File: src/riscv_isa_pkg.sv
////////////////////////////////////////////////////////////////////////////
// RV32 instruction formats, opcode and function codes, and the union
// that reads one instruction word in both the R and the I format
////////////////////////////////////////////////////////////////////////////
package riscv_isa_pkg;

  typedef logic [4:0]  reg_idx_t;
  typedef logic [31:0] xlen_t;

  // R format used by register ops and MUL
  typedef struct packed {
    logic [6:0] funct7;
    reg_idx_t   rs2;
    reg_idx_t   rs1;
    logic [2:0] funct3;
    reg_idx_t   rd;
    logic [6:0] opcode;
  } r_type_t;

  // I format used by the immediate ALU ops
  typedef struct packed {
    logic [11:0] imm;
    reg_idx_t    rs1;
    logic [2:0]  funct3;
    reg_idx_t    rd;
    logic [6:0]  opcode;
  } i_type_t;

  // Opcode, rd and rs1 sit at the same bits in both readings
  typedef union packed {
    r_type_t r;
    i_type_t i;
  } inst_word_u;

  localparam logic [6:0] OPCODE_OP     = 7'b0110011;
  localparam logic [6:0] OPCODE_OP_IMM = 7'b0010011;

  localparam logic [6:0] FUNCT7_ZERO   = 7'b0000000;
  localparam logic [6:0] FUNCT7_SUB    = 7'b0100000;
  localparam logic [6:0] FUNCT7_MULDIV = 7'b0000001;

  localparam logic [2:0] FUNCT3_ADD_SUB = 3'b000;
  localparam logic [2:0] FUNCT3_SLT     = 3'b010;
  localparam logic [2:0] FUNCT3_XOR     = 3'b100;
  localparam logic [2:0] FUNCT3_OR      = 3'b110;
  localparam logic [2:0] FUNCT3_AND     = 3'b111;
  localparam logic [2:0] FUNCT3_MUL     = 3'b000;

endpackage

File: src/core_uarch_pkg.sv
////////////////////////////////////////////////////////////////////////////
// Core micro-architecture types: ROB sizing, operation codes, micro-op,
// execute request and result, and the commit record
////////////////////////////////////////////////////////////////////////////
package core_uarch_pkg;

  import riscv_isa_pkg::*;

  localparam int ROB_DEPTH = 8;

  typedef logic [$clog2(ROB_DEPTH)-1:0] rob_tag_t;

  typedef enum logic [3:0] {
    OP_ADD,
    OP_SUB,
    OP_AND,
    OP_OR,
    OP_XOR,
    OP_SLT,
    OP_MUL
  } alu_op_t;

  typedef struct packed {
    logic     valid;
    alu_op_t  op;
    reg_idx_t rd;
    reg_idx_t rs1;
    reg_idx_t rs2;
    logic     uses_rs2;
    logic     writes_rd;
    xlen_t    imm;
    logic     is_mul;
    logic     illegal;
  } micro_op_t;

  typedef struct packed {
    logic     valid;
    alu_op_t  op;
    rob_tag_t tag;
    reg_idx_t rd;
    logic     writes_rd;
    xlen_t    operand_a;
    xlen_t    operand_b;
  } exec_req_t;

  typedef struct packed {
    logic     valid;
    rob_tag_t tag;
    reg_idx_t rd;
    logic     writes_rd;
    xlen_t    data;
  } exec_result_t;

  typedef struct packed {
    reg_idx_t rd;
    logic     writes_rd;
    logic     illegal;
    xlen_t    data;
  } commit_t;

endpackage

File: src/exec_alu.sv
////////////////////////////////////////////////////////////////////////////
// Single-cycle ALU pipe
////////////////////////////////////////////////////////////////////////////
`timescale 1ns/1ps

module exec_alu
  import riscv_isa_pkg::*;
  import core_uarch_pkg::*;
(
  input  logic         clock,
  input  logic         reset,
  input  exec_req_t    req,
  output exec_result_t result
);

  xlen_t alu_out;

  always_comb begin
    case (req.op)
      OP_SUB:  alu_out = req.operand_a - req.operand_b;
      OP_AND:  alu_out = req.operand_a & req.operand_b;
      OP_OR:   alu_out = req.operand_a | req.operand_b;
      OP_XOR:  alu_out = req.operand_a ^ req.operand_b;
      OP_SLT:  alu_out = {31'd0, $signed(req.operand_a) < $signed(req.operand_b)};
      default: alu_out = req.operand_a + req.operand_b;
    endcase
  end

  always_ff @(posedge clock) begin
    if (reset) begin
      result.valid <= 1'b0;
    end else begin
      result.valid     <= req.valid;
      result.tag       <= req.tag;
      result.rd        <= req.rd;
      result.writes_rd <= req.writes_rd;
      result.data      <= alu_out;
    end
  end

endmodule

File: src/exec_mul.sv
////////////////////////////////////////////////////////////////////////////
// Pipelined multiplier returning the low word of the product
////////////////////////////////////////////////////////////////////////////
`timescale 1ns/1ps

module exec_mul
  import riscv_isa_pkg::*;
  import core_uarch_pkg::*;
#(
  parameter int MUL_STAGES = 3
) (
  input  logic         clock,
  input  logic         reset,
  input  exec_req_t    req,
  output exec_result_t result
);

  exec_result_t stage [MUL_STAGES];
  xlen_t        product;

  // Low 32 bits are the same for signed and unsigned operands
  assign product = req.operand_a * req.operand_b;

  // Product is formed into the first stage, later stages only delay it
  always_ff @(posedge clock) begin
    if (reset) begin
      for (int i = 0; i < MUL_STAGES; i++) begin
        stage[i].valid <= 1'b0;
      end
    end else begin
      stage[0].valid     <= req.valid;
      stage[0].tag       <= req.tag;
      stage[0].rd        <= req.rd;
      stage[0].writes_rd <= req.writes_rd;
      stage[0].data      <= product;
      for (int i = 1; i < MUL_STAGES; i++) begin
        stage[i] <= stage[i-1];
      end
    end
  end

  assign result = stage[MUL_STAGES-1];

endmodule

File: src/inst_buffer.sv
////////////////////////////////////////////////////////////////////////////
// Credit-fed circular FIFO of raw instruction words
////////////////////////////////////////////////////////////////////////////
`timescale 1ns/1ps

module inst_buffer
  import riscv_isa_pkg::*;
#(
  parameter int BUFFER_DEPTH = 4
) (
  input  logic  clock,
  input  logic  reset,
  input  logic  inst_valid,
  input  xlen_t inst_word,
  input  logic  pop,
  output logic  head_valid,
  output xlen_t head_word,
  output logic  credit_return
);

  localparam int PTR_W = (BUFFER_DEPTH > 1) ? $clog2(BUFFER_DEPTH) : 1;
  localparam int CNT_W = $clog2(BUFFER_DEPTH + 1);

  xlen_t            mem [BUFFER_DEPTH];
  logic [PTR_W-1:0] rd_ptr;
  logic [PTR_W-1:0] wr_ptr;
  logic [CNT_W-1:0] count;
  logic             take;
  logic             full;

  assign head_valid    = (count != '0);
  assign head_word     = mem[rd_ptr];
  assign take          = pop && head_valid;
  assign full          = (count == CNT_W'(BUFFER_DEPTH));
  // Every word that leaves hands one credit back
  assign credit_return = take;

  always_ff @(posedge clock) begin
    if (reset) begin
      rd_ptr <= '0;
      wr_ptr <= '0;
      count  <= '0;
    end else begin
      if (inst_valid) begin
        wr_ptr <= (wr_ptr == PTR_W'(BUFFER_DEPTH - 1)) ? '0 : wr_ptr + 1'b1;
      end
      if (take) begin
        rd_ptr <= (rd_ptr == PTR_W'(BUFFER_DEPTH - 1)) ? '0 : rd_ptr + 1'b1;
      end
      case ({inst_valid, take})
        2'b10:   count <= count + 1'b1;
        2'b01:   count <= count - 1'b1;
        default: count <= count;
      endcase
    end
  end

  always_ff @(posedge clock) begin
    if (inst_valid) begin
      mem[wr_ptr] <= inst_word;
    end
  end

  // Producer must hold a credit, so no word arrives into a full FIFO
  a_no_credit_overrun : assert property (
    @(posedge clock) disable iff (reset) inst_valid |-> !full
  );

endmodule

File: src/inst_decode.sv
////////////////////////////////////////////////////////////////////////////
// Decode of the buffer head into a registered micro-op
////////////////////////////////////////////////////////////////////////////
`timescale 1ns/1ps

module inst_decode
  import riscv_isa_pkg::*;
  import core_uarch_pkg::*;
(
  input  logic      clock,
  input  logic      reset,
  input  logic      head_valid,
  input  xlen_t     head_word,
  input  logic      uop_ready,
  output logic      pop,
  output micro_op_t uop
);

  inst_word_u word;
  micro_op_t  dec;
  alu_op_t    f3_op;
  logic       f3_legal;
  logic       legal;
  logic       load;

  assign word = head_word;

  // Register is free when empty or when its micro-op issues this cycle
  assign load = !uop.valid || uop_ready;
  assign pop  = head_valid && load;

  // ALU operation shared by the R and I forms
  always_comb begin
    f3_legal = 1'b1;
    case (word.r.funct3)
      FUNCT3_ADD_SUB: f3_op = OP_ADD;
      FUNCT3_SLT:     f3_op = OP_SLT;
      FUNCT3_XOR:     f3_op = OP_XOR;
      FUNCT3_OR:      f3_op = OP_OR;
      FUNCT3_AND:     f3_op = OP_AND;
      default: begin
        f3_op    = OP_ADD;
        f3_legal = 1'b0;
      end
    endcase
  end

  always_comb begin
    dec       = '0;
    dec.valid = head_valid;
    dec.op    = f3_op;
    dec.rd    = word.r.rd;
    dec.rs1   = word.r.rs1;
    dec.rs2   = word.r.rs2;
    dec.imm   = {{20{word.i.imm[11]}}, word.i.imm};
    legal     = 1'b0;
    case (word.r.opcode)
      OPCODE_OP: begin
        dec.uses_rs2 = 1'b1;
        if (word.r.funct7 == FUNCT7_MULDIV) begin
          dec.op     = OP_MUL;
          dec.is_mul = 1'b1;
          legal      = (word.r.funct3 == FUNCT3_MUL);
        end else if (word.r.funct7 == FUNCT7_SUB) begin
          dec.op = OP_SUB;
          legal  = (word.r.funct3 == FUNCT3_ADD_SUB);
        end else if (word.r.funct7 == FUNCT7_ZERO) begin
          legal = f3_legal;
        end
      end
      OPCODE_OP_IMM: legal = f3_legal;
      default:       legal = 1'b0;
    endcase

    // Illegal words carry no register effects into issue
    dec.illegal = !legal;
    if (!legal) begin
      dec.uses_rs2 = 1'b0;
      dec.is_mul   = 1'b0;
    end
    dec.writes_rd = legal && (word.r.rd != '0);
  end

  always_ff @(posedge clock) begin
    if (reset) begin
      uop.valid <= 1'b0;
    end else if (load) begin
      uop <= dec;
    end
  end

endmodule

File: src/issue_stage.sv
////////////////////////////////////////////////////////////////////////////
// In-order issue with a busy-bit scoreboard, ROB tag allocation,
// register read and dispatch to the ALU or MUL pipe
////////////////////////////////////////////////////////////////////////////
`timescale 1ns/1ps

module issue_stage
  import riscv_isa_pkg::*;
  import core_uarch_pkg::*;
(
  input  logic         clock,
  input  logic         reset,
  input  micro_op_t    uop,
  input  logic         rob_full,
  input  rob_tag_t     rob_free_tag,
  input  exec_result_t alu_result,
  input  exec_result_t mul_result,
  input  xlen_t        rs1_data,
  input  xlen_t        rs2_data,
  output logic         uop_ready,
  output logic         alloc,
  output commit_t      alloc_entry,
  output reg_idx_t     rs1_addr,
  output reg_idx_t     rs2_addr,
  output exec_req_t    alu_req,
  output exec_req_t    mul_req
);

  logic [31:0] busy;
  logic        rs1_busy;
  logic        rs2_busy;
  logic        rd_busy;
  logic        rs1_pending;
  logic        rs2_pending;
  logic        fire;
  exec_req_t   req;

  assign rs1_addr = uop.rs1;
  assign rs2_addr = uop.rs2;

  // RAW on either source, WAW on the destination
  assign rs1_busy = !uop.illegal && busy[uop.rs1];
  assign rs2_busy = uop.uses_rs2 && busy[uop.rs2];
  assign rd_busy  = uop.writes_rd && busy[uop.rd];

  assign fire      = uop.valid && !rob_full && !rs1_busy && !rs2_busy && !rd_busy;
  assign uop_ready = fire;
  assign alloc     = fire;

  // Illegal ops enter the ROB complete and skip both pipes
  assign alloc_entry.rd        = uop.rd;
  assign alloc_entry.writes_rd = uop.writes_rd;
  assign alloc_entry.illegal   = uop.illegal;
  assign alloc_entry.data      = '0;

  assign req.valid     = fire && !uop.illegal;
  assign req.op        = uop.op;
  assign req.tag       = rob_free_tag;
  assign req.rd        = uop.rd;
  assign req.writes_rd = uop.writes_rd;
  assign req.operand_a = rs1_data;
  assign req.operand_b = uop.uses_rs2 ? rs2_data : uop.imm;

  always_comb begin
    alu_req       = req;
    mul_req       = req;
    alu_req.valid = req.valid && !uop.is_mul;
    mul_req.valid = req.valid && uop.is_mul;
  end

  // A newly issued writer claims its register after any writeback clears
  always_ff @(posedge clock) begin
    if (reset) begin
      busy <= '0;
    end else begin
      if (alu_result.valid && alu_result.writes_rd) begin
        busy[alu_result.rd] <= 1'b0;
      end
      if (mul_result.valid && mul_result.writes_rd) begin
        busy[mul_result.rd] <= 1'b0;
      end
      if (fire && uop.writes_rd) begin
        busy[uop.rd] <= 1'b1;
      end
    end
  end

  // A writeback landing on a source this cycle means its read is stale
  assign rs1_pending =
    (alu_result.valid && alu_result.writes_rd && alu_result.rd == rs1_addr) ||
    (mul_result.valid && mul_result.writes_rd && mul_result.rd == rs1_addr);
  assign rs2_pending = uop.uses_rs2 && (
    (alu_result.valid && alu_result.writes_rd && alu_result.rd == rs2_addr) ||
    (mul_result.valid && mul_result.writes_rd && mul_result.rd == rs2_addr));

  // Register file values are final by the time any request reads them
  a_no_busy_source : assert property (
    @(posedge clock) disable iff (reset)
      (alu_req.valid || mul_req.valid) |-> !rs1_pending && !rs2_pending
  );

endmodule

File: src/ooo_core.sv
////////////////////////////////////////////////////////////////////////////
// Core top level with buffer, decode, issue, register file,
// ALU and MUL pipes, and reorder buffer
////////////////////////////////////////////////////////////////////////////
`timescale 1ns/1ps

module ooo_core
  import riscv_isa_pkg::*;
  import core_uarch_pkg::*;
#(
  parameter int BUFFER_DEPTH = 4,
  parameter int MUL_STAGES   = 3
) (
  input  logic    clock,
  input  logic    reset,
  input  logic    inst_valid,
  input  xlen_t   inst_word,
  output logic    credit_return,
  output logic    commit_valid,
  output commit_t commit
);

  logic         head_valid;
  xlen_t        head_word;
  logic         pop;
  micro_op_t    uop;
  logic         uop_ready;
  logic         rob_full;
  rob_tag_t     rob_free_tag;
  logic         alloc;
  commit_t      alloc_entry;
  reg_idx_t     rs1_addr;
  reg_idx_t     rs2_addr;
  xlen_t        rs1_data;
  xlen_t        rs2_data;
  exec_req_t    alu_req;
  exec_req_t    mul_req;
  exec_result_t alu_result;
  exec_result_t mul_result;

  inst_buffer #(
    .BUFFER_DEPTH (BUFFER_DEPTH)
  ) u_buffer (
    .clock         (clock),
    .reset         (reset),
    .inst_valid    (inst_valid),
    .inst_word     (inst_word),
    .pop           (pop),
    .head_valid    (head_valid),
    .head_word     (head_word),
    .credit_return (credit_return)
  );

  inst_decode u_decode (
    .clock      (clock),
    .reset      (reset),
    .head_valid (head_valid),
    .head_word  (head_word),
    .uop_ready  (uop_ready),
    .pop        (pop),
    .uop        (uop)
  );

  issue_stage u_issue (
    .clock        (clock),
    .reset        (reset),
    .uop          (uop),
    .rob_full     (rob_full),
    .rob_free_tag (rob_free_tag),
    .alu_result   (alu_result),
    .mul_result   (mul_result),
    .rs1_data     (rs1_data),
    .rs2_data     (rs2_data),
    .uop_ready    (uop_ready),
    .alloc        (alloc),
    .alloc_entry  (alloc_entry),
    .rs1_addr     (rs1_addr),
    .rs2_addr     (rs2_addr),
    .alu_req      (alu_req),
    .mul_req      (mul_req)
  );

  reg_file u_reg_file (
    .clock      (clock),
    .reset      (reset),
    .rs1_addr   (rs1_addr),
    .rs2_addr   (rs2_addr),
    .alu_result (alu_result),
    .mul_result (mul_result),
    .rs1_data   (rs1_data),
    .rs2_data   (rs2_data)
  );

  exec_alu u_alu (
    .clock  (clock),
    .reset  (reset),
    .req    (alu_req),
    .result (alu_result)
  );

  exec_mul #(
    .MUL_STAGES (MUL_STAGES)
  ) u_mul (
    .clock  (clock),
    .reset  (reset),
    .req    (mul_req),
    .result (mul_result)
  );

  reorder_buffer u_rob (
    .clock        (clock),
    .reset        (reset),
    .alloc        (alloc),
    .alloc_entry  (alloc_entry),
    .alu_result   (alu_result),
    .mul_result   (mul_result),
    .rob_full     (rob_full),
    .rob_free_tag (rob_free_tag),
    .commit_valid (commit_valid),
    .commit       (commit)
  );

endmodule

File: src/reg_file.sv
////////////////////////////////////////////////////////////////////////////
// Architectural register file, two reads and one write port per pipe
////////////////////////////////////////////////////////////////////////////
`timescale 1ns/1ps

module reg_file
  import riscv_isa_pkg::*;
  import core_uarch_pkg::*;
(
  input  logic         clock,
  input  logic         reset,
  input  reg_idx_t     rs1_addr,
  input  reg_idx_t     rs2_addr,
  input  exec_result_t alu_result,
  input  exec_result_t mul_result,
  output xlen_t        rs1_data,
  output xlen_t        rs2_data
);

  xlen_t regs [32];

  assign rs1_data = (rs1_addr == '0) ? '0 : regs[rs1_addr];
  assign rs2_data = (rs2_addr == '0) ? '0 : regs[rs2_addr];

  // Architectural state starts at zero
  always_ff @(posedge clock) begin
    if (reset) begin
      for (int i = 0; i < 32; i++) begin
        regs[i] <= '0;
      end
    end else begin
      if (alu_result.valid && alu_result.writes_rd) begin
        regs[alu_result.rd] <= alu_result.data;
      end
      if (mul_result.valid && mul_result.writes_rd) begin
        regs[mul_result.rd] <= mul_result.data;
      end
    end
  end

  // The scoreboard keeps two in-flight writers off one register
  a_no_dual_write : assert property (
    @(posedge clock) disable iff (reset)
      !(alu_result.valid && alu_result.writes_rd &&
        mul_result.valid && mul_result.writes_rd &&
        alu_result.rd == mul_result.rd)
  );

endmodule

File: src/reorder_buffer.sv
////////////////////////////////////////////////////////////////////////////
// Reorder buffer that completes out of order and retires in order
////////////////////////////////////////////////////////////////////////////
`timescale 1ns/1ps

module reorder_buffer
  import core_uarch_pkg::*;
(
  input  logic         clock,
  input  logic         reset,
  input  logic         alloc,
  input  commit_t      alloc_entry,
  input  exec_result_t alu_result,
  input  exec_result_t mul_result,
  output logic         rob_full,
  output rob_tag_t     rob_free_tag,
  output logic         commit_valid,
  output commit_t      commit
);

  commit_t              entry [ROB_DEPTH];
  logic [ROB_DEPTH-1:0] slot_valid;
  logic [ROB_DEPTH-1:0] complete;
  rob_tag_t             head;
  rob_tag_t             tail;

  // Slots from head to tail are always occupied, so tail holds one only when full
  assign rob_full     = slot_valid[tail];
  assign rob_free_tag = tail;

  assign commit_valid = slot_valid[head] && complete[head];
  assign commit       = entry[head];

  always_ff @(posedge clock) begin
    if (reset) begin
      head       <= '0;
      tail       <= '0;
      slot_valid <= '0;
      complete   <= '0;
    end else begin
      if (commit_valid) begin
        slot_valid[head] <= 1'b0;
        head             <= head + 1'b1;
      end
      if (alloc) begin
        slot_valid[tail] <= 1'b1;
        complete[tail]   <= alloc_entry.illegal;
        tail             <= tail + 1'b1;
      end
      if (alu_result.valid) begin
        complete[alu_result.tag] <= 1'b1;
      end
      if (mul_result.valid) begin
        complete[mul_result.tag] <= 1'b1;
      end
    end
  end

  always_ff @(posedge clock) begin
    if (alloc) begin
      entry[tail] <= alloc_entry;
    end
    if (alu_result.valid) begin
      entry[alu_result.tag].data <= alu_result.data;
    end
    if (mul_result.valid) begin
      entry[mul_result.tag].data <= mul_result.data;
    end
  end

  // Each pipe result lands on a live slot that is still waiting for it
  a_alu_result_slot : assert property (
    @(posedge clock) disable iff (reset)
      alu_result.valid |-> slot_valid[alu_result.tag] && !complete[alu_result.tag]
  );

  a_mul_result_slot : assert property (
    @(posedge clock) disable iff (reset)
      mul_result.valid |-> slot_valid[mul_result.tag] && !complete[mul_result.tag]
  );

endmodule

File: config.mk
export PLATFORM = sky130hd
export DESIGN_NAME = ooo_core
export DESIGN_NICKNAME = d
export VERILOG_FILES = /design/src/riscv_isa_pkg.sv /design/src/core_uarch_pkg.sv /design/src/exec_alu.sv /design/src/exec_mul.sv /design/src/inst_buffer.sv /design/src/inst_decode.sv /design/src/issue_stage.sv /design/src/ooo_core.sv /design/src/reg_file.sv /design/src/reorder_buffer.sv
export SDC_FILE = /design/constraint.sdc
export NUM_CORES = 2
export LEC_CHECK = 0
export ABC_CLOCK_PERIOD_IN_PS = 19060
export CAP_MARGIN = 20
export CELL_PAD_IN_SITES_DETAIL_PLACEMENT = 0
export CELL_PAD_IN_SITES_GLOBAL_PLACEMENT = 1
export CORE_MARGIN = 5
export CORE_UTILIZATION = 40
export DETAILED_ROUTE_END_ITERATION = 10
export DONT_BUFFER_PORTS = 1
export HOLD_SLACK_MARGIN = 0.03
export PLACE_DENSITY_LB_ADDON = 0.1
export SYNTH_ARGS = -nofsm -noshare
export SYNTH_HDL_FRONTEND = slang
export SYNTH_SLANG_ARGS = --single-unit
export TNS_END_PERCENT = 20
File: constraint.sdc
create_clock -name clock -period 19.06 [get_ports clock]
set_clock_uncertainty 0.2 [all_clocks]
set_input_delay 3.812 -clock clock [delete_from_list [all_inputs] [get_ports clock]]
set_output_delay 3.812 -clock clock [all_outputs]
set_load 0.05 [all_outputs]
==> run_summary.xml <==
<?xml version="1.0" encoding="UTF-8"?>
<metrics>
  <group name="worst_hold_path">
    <metric name="worstHoldStart" unit="">u_mul.stage[0][83]$_SDFF_PP0_</metric>
    <metric name="hold_path_depth" unit="">1</metric>
    <metric name="hold_class" unit="">reg2reg</metric>
  </group>
  <group name="die">
    <metric name="fp.dieArea" unit="mm^2">0.282</metric>
    <metric name="core-area" unit="mm^2">0.270</metric>
    <metric name="die_w" unit="um">531</metric>
    <metric name="num_io_pins" unit="">76</metric>
    <metric name="die_height" unit="um">531</metric>
    <metric name="fp-row-count" unit="">191</metric>
    <metric name="initial_utilization" unit="">0.401</metric>
  </group>
  <group name="synth">
    <metric name="synth_enable_flop_cells" unit="">1657</metric>
    <metric name="post_synth_xor_area_fraction" unit="">0.00776</metric>
    <metric name="cells_after_synthesis" unit="">8150</metric>
    <metric name="postSynthRegisterBits" unit="">1738</metric>
    <metric name="synth_top_area_share" unit="">0.459</metric>
    <metric name="synth_simple_gate_area_frac" unit="">0.0551</metric>
    <metric name="synth-compound-area-share" unit="">0.149</metric>
    <metric name="netlist.top_cell.by_area" unit="">edfxtp_1</metric>
    <metric name="asyncSetResetFlopFracSynth" unit="">0</metric>
    <metric name="synth.lib_cells_used.distinct" unit="">80</metric>
    <metric name="synth_adder_area_share" unit="">0.102</metric>
    <metric name="syn-cell-area" unit="mm^2">0.108</metric>
    <metric name="synth-warning-count" unit="">0</metric>
    <metric name="synth.yosys.seq_area_share" unit="">0.474</metric>
    <metric name="muxShareOfSynthArea" unit="">0.158</metric>
    <metric name="post_synth_main_area_contributors" unit="">edfxtp_1 46%, mux4_2 14%, a22o_1 10%</metric>
    <metric name="synthesis.area_per_instance" unit="um^2">13.3</metric>
    <metric name="dominant_combinational_cell_family_by_area_after_synthesis" unit="">multiplexers</metric>
    <metric name="synth_ff_type" unit="">edfxtp_1</metric>
    <metric name="synth_nets" unit="">8823</metric>
  </group>
  <group name="drt">
    <metric name="wirelength" unit="mm">467</metric>
    <metric name="drt-wirelength-per-cell" unit="um">40.5</metric>
    <metric name="post_drt_via_cell_ratio" unit="">6.81</metric>
    <metric name="drt-initial-drc-count" unit="">10600</metric>
    <metric name="remaining_drc_errors" unit="">0</metric>
    <metric name="drt_first_pass_iters" unit="">6</metric>
    <metric name="detailroute.via_count" unit="">78700</metric>
    <metric name="antenna_left" unit="">0</metric>
  </group>
  <group name="grt">
    <metric name="number_of_global_route_vias_before_repair" unit="">78100</metric>
    <metric name="grt_util_met2" unit="">0.469</metric>
    <metric name="grt_util_met1" unit="">0.468</metric>
    <metric name="grtUsageMet3" unit="">0.0929</metric>
    <metric name="grt_antenna_before_repair" unit="">10</metric>
    <metric name="largest_net_degree_at_the_start_of_global_routing" unit="">220</metric>
    <metric name="gr-total-overflow" unit="">0</metric>
    <metric name="grt_busiest_layer" unit="">met2</metric>
    <metric name="grt_pass1_wl" unit="mm">646</metric>
    <metric name="grt_util_all_layers" unit="">0.327</metric>
  </group>
  <group name="cells_and_area">
    <metric name="multi_input_area" unit="mm^2">0.0520</metric>
    <metric name="area_growth" unit="%">9.75</metric>
    <metric name="layout_commonest_cell" unit="">edfxtp_1</metric>
    <metric name="design.final.nets" unit="">8505</metric>
    <metric name="layout-drive-gt1-share" unit="">0.192</metric>
    <metric name="layout.cells.most_common_list" unit="">1,657 x edfxtp_1, 1,290 x a22o_1, 694 x mux4_2</metric>
    <metric name="sequential_cell_area" unit="mm^2">0.0514</metric>
    <metric name="fillCellCount" unit="">24100</metric>
  </group>
  <group name="clocking">
    <metric name="cts_num_sinks" unit="">1738</metric>
    <metric name="insertion_delay" unit="ns">0.88</metric>
    <metric name="clock_path_buffers" unit="">4</metric>
    <metric name="cts_buffers" unit="">206</metric>
    <metric name="cts_tree" unit="">built</metric>
    <metric name="cts_resized" unit="">0</metric>
    <metric name="ctsHtreeMaxLevel" unit="">4</metric>
    <metric name="post_cts_hold_buffer_count" unit="">0</metric>
    <metric name="ctsRootBufferMaster" unit="">clkbuf_16</metric>
    <metric name="clk_pin_slew" unit="ns">0.06</metric>
    <metric name="cts_post_setup_buffers_inserted" unit="">0</metric>
  </group>
  <group name="timing">
    <metric name="final.setup.tns" unit="ns">0</metric>
    <metric name="maxSlewViolCount" unit="">0</metric>
    <metric name="grt_setup_unrepaired" unit="">no</metric>
    <metric name="timing.final.crit_share" unit="">0.652</metric>
    <metric name="fmax" unit="MHz">80.5</metric>
    <metric name="timing.final.setup_violations" unit="">0</metric>
    <metric name="period_minus_slack" unit="ns">12.42</metric>
    <metric name="worstMarginPinSlew" unit="ns">1.27</metric>
    <metric name="max_slew_margin" unit="">0.153</metric>
    <metric name="endpoints_failing_hold" unit="">0</metric>
  </group>
  <group name="critical_path">
    <metric name="crit_path_max_fanout" unit="">70</metric>
    <metric name="cpPeakStageDelay" unit="ns">0.89</metric>
    <metric name="crit_top_cell" unit="">fa_1</metric>
    <metric name="cp_slowest_cell" unit="">dfxtp_4</metric>
    <metric name="critical_path.endpoint_type" unit="">flip-flop</metric>
    <metric name="arr_time_crit_path" unit="ns">12.78</metric>
    <metric name="reg2regPathDepth" unit="">32</metric>
    <metric name="crit_path_start_kind" unit="">flip-flop</metric>
    <metric name="worst-setup-path-type" unit="">reg2reg</metric>
    <metric name="crit_required" unit="ns">19.41</metric>
  </group>
  <group name="run">
    <metric name="maxCapViolCount" unit="">0</metric>
  </group>
  <group name="placed_design">
    <metric name="globalplace.congestion" unit="">0.894</metric>
    <metric name="port-buffer-count" unit="">0</metric>
    <metric name="post-dp-hpwl" unit="mm">291</metric>
  </group>
  <group name="status">
    <metric name="run_status" unit="">finished clean</metric>
  </group>
</metrics>
## worst paths after layout
kind / to / slack (ns)
max: u_mul.stage[0][31]$_DFFE_PN_ / 6.64
min: u_mul.stage[0][125]$_SDFF_PP0_ / 0.24
max reg2reg: u_mul.stage[0][31]$_DFFE_PN_ / 6.64
min reg2reg: u_mul.stage[0][125]$_SDFF_PP0_ / 0.24
## final cells by class
| type | instances | area share |
|---|---|---|
| sequential | 1738 | 0.432 |
| inverter | 621 | 0.0197 |
| clock buffer | 263 | 0.0456 |
| clock inverter | 88 | 0.00646 |
| timing repair buffer | 326 | 0.0214 |
| tap | 3570 | 0.0375 |
| antenna | 6 | 0.000126 |
| multi-input combinational | 4939 | 0.437 |
## cells in the mapped netlist (18+ instances only)
cell	number
a21o_1	31
a21oi_1	239
a22o_1	1290
a22oi_1	94
a31oi_1	23
and2_1	18
buf_1	38
buf_2	53
buf_4	31
buf_6	20
clkbuf_1	710
dfxtp_1	81
edfxtp_1	1657
fa_1	411
ha_1	227
inv_1	606
mux2_2	59
mux2i_1	85
mux4_2	694
nand2_1	375
nand2b_1	39
nand3_1	43
nor2_1	570
nor2b_1	128
nor3_1	93
o21ai_0	94
o221ai_1	19
o22a_1	26
o22ai_1	51
xnor2_1	60
xor2_1	23
## through the flow
stage	instance area (um^2)	hold WS (ns)	utilization	setup WS [ns]	std cells
after floorplan	108000	0.206	-	6.40	8150
after global placement	113000	0.217	0.417	6.88	11200
after detailed placement	113000	0.224	0.417	6.86	11200
after CTS	119000	0.238	0.440	6.76	11500
after global routing	119000	0.253	0.440	6.35	11500
final	119000	0.237	0.440	6.64	11600
## critical path, delay by kind of cell (launching register included)
family                   cells  cell delay (ns)
multiplexers                 3             1.43
AND/OR/NAND/NOR              3             0.70
XOR/XNOR                    10             2.63
buffers and inverters        8             2.48
adder cells (fa/ha/maj)      8             3.55
flip-flops                   1             0.89
## sequential cells by signal (all words and copies together), names as in the netlist, named ones only
register / flops
u_buffer.count: 3
u_rob.complete: 8
u_rob.entry: 312
u_mul.stage: 126
u_issue.busy: 32
u_buffer.mem: 128
u_decode.uop: 30
u_alu.result: 42
u_rob.slot_valid: 8
u_buffer.wr_ptr: 2
u_buffer.rd_ptr: 2
u_reg_file.regs: 1024
u_rob.head: 3
u_rob.rob_free_tag: 3
## cells by family (layout without fill, tap and decap cells)
group / Yosys count / after routing
AO/OA/AOI/OAI: 2025 / 2025
XOR/XNOR: 88 / 88
adder cells (fa/ha/maj): 638 / 638
buffers and inverters: 1473 / 1298
flip-flops: 1738 / 1738
multiplexers: 840 / 840
other: 0 / 6
AND/OR/NAND/NOR: 1348 / 1348
## per-layer routing
metal | routed length [um] | vias to the layer above | share of wire
met1 | 193000 | 41500 | 0.41
met4 | 23400 | 2 | 0.050
met2 | 197000 | 5491 | 0.42
met3 | 54100 | 1007 | 0.12
li1 | - | 30700 | -
met5 | 10 | - | 0.000021
Power is not shown: default switching activity piles up to over one toggle a cycle in this logic, so the estimate is an artifact.
